--- config.mk ---
export PLATFORM = sky130hd
export DESIGN_NAME = io_top
export DESIGN_NICKNAME = d
export VERILOG_FILES = /design/src/common/io_pkg.sv /design/src/uart/uart_io.sv /design/src/source/gpio_regs.sv /design/src/source/io_read_mux.sv /design/src/source/io_top.sv
export SDC_FILE = /design/constraint.sdc
export NUM_CORES = 1
export LEC_CHECK = 0
export BUFFER_PORTS_ARGS = -buffer_cell sky130_fd_sc_hd__buf_2
export CAP_MARGIN = 20
export CORE_ASPECT_RATIO = 1.75
export CORE_UTILIZATION = 51
export DETAILED_ROUTE_END_ITERATION = 10
export PLACE_DENSITY = 0.85
export SLEW_MARGIN = 20
export SYNTH_ARGS = -nofsm -noshare
export SYNTH_HDL_FRONTEND = slang
export SYNTH_SLANG_ARGS = --single-unit
--- constraint.sdc ---
create_clock -name clk -period 5.5 [get_ports clk]
set_input_delay 1.1 -clock clk [delete_from_list [all_inputs] [get_ports clk]]
set_output_delay 1.1 -clock clk [all_outputs]
set_load 0.01 [all_outputs]
--- src/common/io_pkg.sv ---
`default_nettype none

package io_pkg;

  // Bus write request, one per cycle while en is set.
  typedef struct packed {
    logic        en;
    logic [31:0] addr;
    logic [31:0] data;
    logic [3:0]  strb;
  } io_wr_t;

  typedef struct packed {
    logic        en;
    logic [31:0] addr;
  } io_rd_req_t;

  // Combinational read result of one peripheral.
  typedef struct packed {
    logic        hit;
    logic [31:0] data;
  } io_rd_rsp_t;

  localparam logic [31:0] IO_LED_ADDR         = 32'h8000_0000;
  localparam logic [31:0] IO_GPIO_ADDR        = 32'h8000_0004;
  localparam logic [31:0] IO_UART_TX_ADDR     = 32'h8000_0008;
  localparam logic [31:0] IO_UART_STATUS_ADDR = 32'h8000_000C;

  localparam int UART_BUSY_BIT    = 0;
  localparam int UART_FULL_BIT    = 1;
  localparam int UART_OVERRUN_BIT = 2;

  localparam int CLOCK_FREQ     = 100_000_000;
  localparam int BAUD_RATE      = 115_200;
  localparam int CLKS_PER_BIT   = CLOCK_FREQ / BAUD_RATE;
  localparam int UART_CNT_WIDTH = $clog2(CLKS_PER_BIT); // Baud counter width.

  localparam int LED_WIDTH  = 4;
  localparam int GPIO_WIDTH = 8;

endpackage

`default_nettype wire

--- src/uart/uart_io.sv ---
`timescale 1ns/1ps
`default_nettype none

module uart_io (
  input  wire                 clk,
  input  wire                 reset,
  input  io_pkg::io_wr_t      io_wr,
  input  io_pkg::io_rd_req_t  io_rd_req,
  output io_pkg::io_rd_rsp_t  rd_rsp,
  output logic                uart_tx
);
  import io_pkg::*;

  logic [7:0]                hold_data;
  logic                      hold_full;
  logic                      overrun;
  logic                      busy;
  logic [9:0]                shift_reg;
  logic [3:0]                bit_cnt;
  logic [UART_CNT_WIDTH-1:0] baud_cnt;

  logic data_wr;
  logic status_rd;
  logic bit_end;
  logic frame_end;
  logic take;
  logic accept;

  assign data_wr   = io_wr.en && io_wr.strb[0] && (io_wr.addr == IO_UART_TX_ADDR);
  assign status_rd = io_rd_req.en && (io_rd_req.addr == IO_UART_STATUS_ADDR);

  assign bit_end   = busy && (baud_cnt == UART_CNT_WIDTH'(CLKS_PER_BIT - 1));
  assign frame_end = bit_end && (bit_cnt == 4'd9); // Last cycle of the stop bit.

  // The shifter takes the next byte when idle, or straight at the end of a frame.
  assign take   = hold_full && (!busy || frame_end);
  assign accept = !hold_full || take; // A byte leaving frees the slot this cycle.

  // Byte waiting for the shifter.
  always_ff @(posedge clk) begin
    if (data_wr && accept) begin
      hold_data <= io_wr.data[7:0];
    end
  end

  always_ff @(posedge clk) begin
    if (reset) begin
      hold_full <= 1'b0;
      overrun   <= 1'b0;
    end else begin
      if (data_wr && accept) begin
        hold_full <= 1'b1;
      end else if (take) begin
        hold_full <= 1'b0;
      end

      if (data_wr && !accept) begin
        overrun <= 1'b1; // Byte is dropped.
      end else if (status_rd) begin
        overrun <= 1'b0; // Status value was already sampled this cycle.
      end
    end
  end

  always_ff @(posedge clk) begin
    if (reset) begin
      busy      <= 1'b0;
      shift_reg <= '1; // Line idles high.
      bit_cnt   <= '0;
      baud_cnt  <= '0;
    end else if (take) begin
      busy      <= 1'b1;
      shift_reg <= {1'b1, hold_data, 1'b0}; // Stop, data LSB first, start.
      bit_cnt   <= '0;
      baud_cnt  <= '0;
    end else if (busy) begin
      if (bit_end) begin
        baud_cnt  <= '0;
        bit_cnt   <= bit_cnt + 4'd1;
        shift_reg <= {1'b1, shift_reg[9:1]};
        if (frame_end) begin
          busy <= 1'b0;
        end
      end else begin
        baud_cnt <= baud_cnt + UART_CNT_WIDTH'(1);
      end
    end
  end

  assign uart_tx = shift_reg[0];

  always_comb begin
    rd_rsp      = '0;
    rd_rsp.hit  = io_rd_req.en &&
                  ((io_rd_req.addr == IO_UART_TX_ADDR) ||
                   (io_rd_req.addr == IO_UART_STATUS_ADDR));
    if (status_rd) begin
      rd_rsp.data[UART_BUSY_BIT]    = busy;
      rd_rsp.data[UART_FULL_BIT]    = hold_full;
      rd_rsp.data[UART_OVERRUN_BIT] = overrun;
    end
    // The data address is write only and reads as zero.
  end

endmodule

`default_nettype wire

--- src/source/gpio_regs.sv ---
`timescale 1ns/1ps
`default_nettype none

module gpio_regs (
  input  wire                             clk,
  input  wire                             reset,
  input  io_pkg::io_wr_t                  io_wr,
  input  io_pkg::io_rd_req_t              io_rd_req,
  output io_pkg::io_rd_rsp_t              rd_rsp,
  input  wire  [io_pkg::GPIO_WIDTH-1:0]   gpio_in,
  output logic [io_pkg::LED_WIDTH-1:0]    led,
  output logic [io_pkg::GPIO_WIDTH-1:0]   gpio_out
);
  import io_pkg::*;

  logic [GPIO_WIDTH-1:0] gpio_meta;
  logic [GPIO_WIDTH-1:0] gpio_sync;
  logic                  lane0_wr;
  logic                  led_rd;
  logic                  gpio_rd;

  assign lane0_wr = io_wr.en && io_wr.strb[0]; // Both registers sit in byte lane 0.

  always_ff @(posedge clk) begin
    if (reset) begin
      led      <= '0;
      gpio_out <= '0;
    end else if (lane0_wr) begin
      if (io_wr.addr == IO_LED_ADDR) begin
        led <= io_wr.data[LED_WIDTH-1:0];
      end
      if (io_wr.addr == IO_GPIO_ADDR) begin
        gpio_out <= io_wr.data[GPIO_WIDTH-1:0];
      end
    end
  end

  // Two-flop synchronizer for the asynchronous pins.
  always_ff @(posedge clk) begin
    if (reset) begin
      gpio_meta <= '0;
      gpio_sync <= '0;
    end else begin
      gpio_meta <= gpio_in;
      gpio_sync <= gpio_meta;
    end
  end

  assign led_rd  = io_rd_req.en && (io_rd_req.addr == IO_LED_ADDR);
  assign gpio_rd = io_rd_req.en && (io_rd_req.addr == IO_GPIO_ADDR);

  always_comb begin
    rd_rsp     = '0;
    rd_rsp.hit = led_rd || gpio_rd;
    if (led_rd) begin
      rd_rsp.data[LED_WIDTH-1:0] = led;
    end
    if (gpio_rd) begin
      rd_rsp.data[GPIO_WIDTH-1:0]          = gpio_out;
      rd_rsp.data[8 +: GPIO_WIDTH]         = gpio_sync; // Input in bits 15:8.
    end
  end

endmodule

`default_nettype wire

--- src/source/io_read_mux.sv ---
`timescale 1ns/1ps
`default_nettype none

module io_read_mux (
  input  wire                 clk,
  input  wire                 reset,
  input  wire                 rd_en,
  input  io_pkg::io_rd_rsp_t  uart_rsp,
  input  io_pkg::io_rd_rsp_t  gpio_rsp,
  output logic [31:0]         io_rdata
);
  import io_pkg::*;

  logic [31:0] next_data;

  // Peripherals decode disjoint addresses, so at most one hit is set.
  always_comb begin
    next_data = '0;
    if (uart_rsp.hit) begin
      next_data = uart_rsp.data;
    end else if (gpio_rsp.hit) begin
      next_data = gpio_rsp.data;
    end
  end

  always_ff @(posedge clk) begin
    if (reset) begin
      io_rdata <= '0;
    end else if (rd_en) begin
      io_rdata <= next_data; // Unclaimed reads load zero.
    end
  end

endmodule

`default_nettype wire

--- src/source/io_top.sv ---
`timescale 1ns/1ps
`default_nettype none

module io_top (
  input  wire                            clk,
  input  wire                            reset,
  input  io_pkg::io_wr_t                 io_wr,
  input  io_pkg::io_rd_req_t             io_rd_req,
  output logic [31:0]                    io_rdata,
  input  wire  [io_pkg::GPIO_WIDTH-1:0]  gpio_in,
  output logic [io_pkg::LED_WIDTH-1:0]   led,
  output logic [io_pkg::GPIO_WIDTH-1:0]  gpio_out,
  output logic                           uart_tx
);
  import io_pkg::*;

  io_rd_rsp_t uart_rsp;
  io_rd_rsp_t gpio_rsp;

  uart_io uart_io_i (
    .clk       (clk),
    .reset     (reset),
    .io_wr     (io_wr),
    .io_rd_req (io_rd_req),
    .rd_rsp    (uart_rsp),
    .uart_tx   (uart_tx)
  );

  gpio_regs gpio_regs_i (
    .clk       (clk),
    .reset     (reset),
    .io_wr     (io_wr),
    .io_rd_req (io_rd_req),
    .rd_rsp    (gpio_rsp),
    .gpio_in   (gpio_in),
    .led       (led),
    .gpio_out  (gpio_out)
  );

  // Registers the claimed read result one cycle after the strobe.
  io_read_mux io_read_mux_i (
    .clk       (clk),
    .reset     (reset),
    .rd_en     (io_rd_req.en),
    .uart_rsp  (uart_rsp),
    .gpio_rsp  (gpio_rsp),
    .io_rdata  (io_rdata)
  );

endmodule

`default_nettype wire

==> impl_metrics.py, run 1 <==
metrics = {
    "logic_synthesis": {
        "yosys.area_share.simple": 0.2761,
        "netlist_top_cells_area": "dfxtp_1, edfxtp_1, nor2b_1",
        "synth-xor-area-share": 0.02691,
        "synth.largest_area_cell": "dfxtp_1",
        "synthCells": 381,
        "muxShareOfSynthArea": 0.02272,
        "ys_seq_area_frac": 0.4586,
        "synth-seq-cells": 78,
        "yosys-top-cells-count": "dfxtp_1, nor2b_1, nor2_1",
        "netlist_area_um2": 3580,
        "yosysMostFrequentCell": "dfxtp_1",
        "yosys.area.top_type_share": 0.3915,
        "synth_compound_gate_area_share": 0.1339,
        "ys_warn_count": 0,
        "netlist-cell-type-count": 47,
        "synth-async-reset-ratio": 0,
        "synth_edf_count": 8,
        "synth_top_family_by_area": "simple AND/OR/NAND/NOR gates",
        "synth_fa_ha_area_frac": 0.01049,
        "syn_avg_cell_area_um2": 9.395,
        "synth_ff_type": "dfxtp_1",
    },
    "clock_network": {
        "h-tree-depth": 3,
        "numCtsBuffers": 9,
        "clk_latency_ps": 330,
        "cts_root_buffer": "clkbuf_16",
        "cts.sinks": 78,
        "cts_max_path_buffers": 2,
        "cts_hold_buf": 0,
        "cts_setup_buffers": 0,
        "clk_pin_slew_ps": 60,
        "cts_tree": "built",
        "post_cts_resized": 0,
    },
    "sta": {
        "rsz0062_at_grt": "no",
        "setup_violations": 0,
        "finalWorstSetupSlack_ps": 2539,
        "relSlewSlack": 0.2926,
        "whs_ps": 438.3,
        "tightest_slew_ps": 1061,
        "fin_worst_skew_ps": 7.938,
        "fin_tns_setup_ps": 0,
        "fin_crit_sh": 0.5383,
        "maxSlewViolCount": 0,
        "max_freq_ghz": 0.3378,
        "layout_min_cycle_time_ps": 2961,
        "finalHoldViolCount": 0,
    },
    "grt": {
        "grtUsageTotal": 0.2406,
        "busiest_layer": "met2",
        "grt_max_degree": 60,
        "first_global_vias": 3034,
        "grt_util_met1": 0.2576,
        "grtUsageMet2": 0.4124,
        "antenna_found_initial": 0,
        "grt_use_met3": 0.05343,
        "grt_pass1_wl_mm": 13.56,
        "grt_overflow": 0,
    },
    "placed_design": {
        "port-buffer-count": 113,
        "dp.cells": 553,
        "hpwlAfterDp_mm": 6.145,
        "routabilityCongestion": 0.8780,
        "place_ws_ps": 2173,
    },
    "critical_path": {
        "cp.arrival_ps": 2920,
        "cp-start-kind": "primary input",
        "crit_type": "primary input to flip-flop",
        "worstPathRequired_ps": 5460,
        "cp-end-kind": "flip-flop",
        "cp_max_fo": 9,
    },
    "layout": {
        "multi_input_area_um2": 1743,
        "num_antenna_cells": 0,
        "seq_area_um2": 1642,
        "final_cells": 569,
        "areaGrowthSynthToFinish_pct": 21.60,
        "largest_reg_flops": 16,
        "fin_nets": 595,
        "nFillCells": 572,
        "drive_gt1_frac": 0.2866,
    },
    "route": {
        "routed_via_density": 5.640,
        "dr.pass1.iters": 4,
        "drt-initial-drc-count": 109,
        "drc": 0,
        "totalWireLength_mm": 8.351,
        "dr_total_vias": 3209,
        "wire_per_inst_um": 14.68,
        "final_antenna_net_count": 0,
    },
    "floorplanning": {
        "rows": 40,
        "die-area_um2": 7371,
        "core_um2": 6807,
        "die_y_um": 112.8,
        "die_x_um": 65.33,
        "initial_utilization": 0.5259,
        "pin_count": 157,
    },
    "run_status": {
        "outcome": "finished, final reports clean",
    },
    "hold_path": {
        "hold_class": "flip-flop to flip-flop",
    },
    "job": {
        "maxCapViolCount": 0,
    },
    "power": {
        "power.density_nw_per_um2": 271.6,
        "irDropWorstVdd_uv": 201.9,
        "p_leak_nw": 1.725,
        "p_total_mw": 1.182,
    },
}
## cells by family after synthesis
family	count (synthesis)
flops	78
xor+xnor	11
fa+ha+maj	3
compound gates	67
simple gates	165
other cells	1
buf+inv	48
mux	8
## power by group
group          leakage, nW  internal [mW]  switching, mW  total (mW)
registers            0.640          0.581        0.00143       0.582
clock network        0.128          0.303          0.225       0.529
logic                0.957         0.0324         0.0390      0.0715
total                 1.73          0.916          0.266        1.18
## cell usage in the layout, fill, tap and decap left out, drive strengths merged, types with 14 or more instances in the layout
cell,n
nand4,29
conb,16
nand2b,14
nand3,14
nor2b,30
a21oi,25
dfxtp,70
buf,113
nor2,29
## critical path, cell delays in order
cell and delay [ps]:
buf_2 100, nor4_1 450, and4_1 450, nand4_1 220, a21oi_1 600
## per-layer routing
metal | part of all wire | vias up
li1 | - | 1556
met1 | 0.39 | 1482
met4 | 0.047 | 0
met5 | 0 | -
met2 | 0.51 | 147
met3 | 0.055 | 24
## per-stage QoR
step | util | area, µm²
global placement | 0.6002 | 4085
CTS | 0.6395 | 4353
global route | 0.6395 | 4353
finish | 0.6395 | 4353
floorplan | - | 3636
detailed placement | 0.6002 | 4085
## worst paths after layout
path                                               start                        to  slack [ps]  cells past startpoint
worst max register to register            uart_io_i.busy    uart_io_i.hold_data[0]        3010                      3
worst max-delay path                           io_wr[53]    uart_io_i.hold_data[0]        2540                      5
worst min-delay path            gpio_regs_i.gpio_meta[1]  gpio_regs_i.gpio_sync[1]         440                      1
worst min register to register  gpio_regs_i.gpio_meta[1]  gpio_regs_i.gpio_sync[1]         440                      1
## final cells by class
class	instances	share of cell area
multi-input combinational	270	0.4004
sequential	78	0.3771
clock inverter	6	0.008911
inverter	8	0.006899
timing repair buffer	113	0.1299
tap	84	0.02414
clock buffer	10	0.05260
Note: power is estimated with default switching activity, not from simulation.
==> inputs of run 2 (changes only) <==
- CORE_UTILIZATION: 51 -> 47
- PLACE_DENSITY: 0.85 -> 0.79
- clock period: 5.5 -> 2.73 ns (I/O delays scaled with it)
==> impl_metrics.py, run 2 (synthesized netlist as in run 1, its figures left out) <==
metrics = {
    "floorplanning": {
        "initial_utilization": 0.4914,
        "rows": 41,
        "core_um2": 7284,
        "die-area_um2": 7983,
        "pin_count": 157,
        "die_y_um": 117.5,
        "die_x_um": 67.97,
    },
    "placed_design": {
        "dp.cells": 561,
        "port-buffer-count": 113,
        "hpwlAfterDp_mm": 6.295,
        "routabilityCongestion": 0.8201,
        "place_ws_ps": 335.1,
    },
    "grt": {
        "grt_overflow": 0,
        "first_global_vias": 3034,
        "grtUsageTotal": 0.2255,
        "grt_pass1_wl_mm": 13.57,
        "antenna_found_initial": 0,
        "grt_max_degree": 32,
    },
    "layout": {
        "drive_gt1_frac": 0.2953,
        "nFillCells": 622,
        "fin_nets": 601,
        "layout_commonest_cell": "buf_2",
        "final_cells": 577,
        "areaGrowthSynthToFinish_pct": 23.80,
        "final_cell_mix": "buf_2, dfxtp_1, nor2b_1",
        "largest_reg_flops": 16,
        "num_antenna_cells": 0,
    },
    "critical_path": {
        "worstPathRequired_ps": 2780,
        "crit_type": "flip-flop to flip-flop",
        "cp-end-kind": "flip-flop",
        "cp.arrival_ps": 2190,
        "cp_max_fo": 14,
        "cp-start-kind": "flip-flop",
        "reg2reg_depth": 5,
    },
    "power": {
        "power.density_nw_per_um2": 564.3,
        "p_leak_nw": 1.763,
        "irDropWorstVdd_uv": 357.1,
    },
    "clock_network": {
        "clk_latency_ps": 330,
        "cts_hold_buf": 0,
        "cts_tree": "built",
        "cts_max_path_buffers": 2,
        "h-tree-depth": 3,
        "cts_setup_buffers": 0,
        "numCtsBuffers": 9,
        "clk_pin_slew_ps": 60,
        "cts_root_buffer": "clkbuf_16",
        "cts.sinks": 78,
        "post_cts_resized": 0,
    },
    "run_status": {
        "outcome": "finished, final reports clean",
    },
    "route": {
        "totalWireLength_mm": 8.544,
        "drc": 0,
        "final_antenna_net_count": 0,
        "wire_per_inst_um": 14.81,
        "dr_total_vias": 3236,
        "dr.pass1.iters": 5,
        "routed_via_density": 5.608,
        "drt-initial-drc-count": 159,
    },
    "sta": {
        "tightest_slew_ps": 582.8,
        "fin_crit_sh": 0.7860,
        "fin_worst_skew_ps": 6.924,
        "relSlewSlack": 0.6114,
        "finalWorstSetupSlack_ps": 584.3,
        "max_freq_ghz": 0.4660,
        "setup_violations": 0,
        "whs_ps": 401.6,
        "finalHoldViolCount": 0,
        "rsz0062_at_grt": "no",
        "maxSlewViolCount": 0,
        "fin_tns_setup_ps": 0,
        "layout_min_cycle_time_ps": 2146,
    },
    "hold_path": {
        "hold_class": "primary input to flip-flop",
        "holdPathStages": 1,
    },
    "job": {
        "maxCapViolCount": 0,
    },
}
## run 2: cell type report
type / instances / area [µm²] / share of cell area
Clock buffer: 10 / 229.0 / 0.05167
Clock inverter: 6 / 70.07 / 0.01581
Timing Repair Buffer: 119 / 610.6 / 0.1378
Tap cell: 86 / 107.6 / 0.02428
Sequential cell: 78 / 1642 / 0.3704
Multi-Input combinational cell: 270 / 1743 / 0.3933
Inverter: 8 / 30.03 / 0.006776
## run 2: layer usage
metal  up-vias  global-route usage  wire [µm]
li1       1561                   -          -
met1      1493              0.2395       3166
met2       162              0.3915       4519
met3        20             0.04167        553
met4         0              0.1302        304
met5         -                   0          0
## run 2: worst paths after layout
| path | start | to | slack [ps] |
|---|---|---|---|
| max | uart_io_i.baud_cnt[0] | uart_io_i.hold_data[7] | 580 |
| min | io_wr[11] | uart_io_i.hold_data[7] | 400 |
| max reg2reg | uart_io_i.baud_cnt[0] | uart_io_i.hold_data[7] | 580 |
| min reg2reg | gpio_regs_i.gpio_meta[6] | gpio_regs_i.gpio_sync[6] | 430 |
## run 2: power breakdown
group | leakage (nW) | internal, mW | switching (mW)
logic | 0.988 | 0.0662 | 0.0789
registers | 0.640 | 1.17 | 0.00284
clock network | 0.135 | 0.712 | 0.471
total | 1.76 | 1.95 | 0.553
## run 2: metrics by stage
| stage | power [mW] | util | cell area [µm²] |
|---|---|---|---|
| global route | 2.575 | 0.6084 | 4432 |
| detailed placement | 1.341 | 0.5673 | 4133 |
| CTS | 2.516 | 0.6084 | 4432 |
| finish | 2.501 | 0.6084 | 4432 |
| floorplan | 1.280 | - | 3636 |
| global placement | 1.337 | 0.5673 | 4133 |
## run 2: worst max-delay path: stages, from the launching register on
cell,delay [ps]
dfxtp_1,410
ha_1,320
nand4bb_4,170
o41a_4,570
a21oi_1,190
buf_4,190
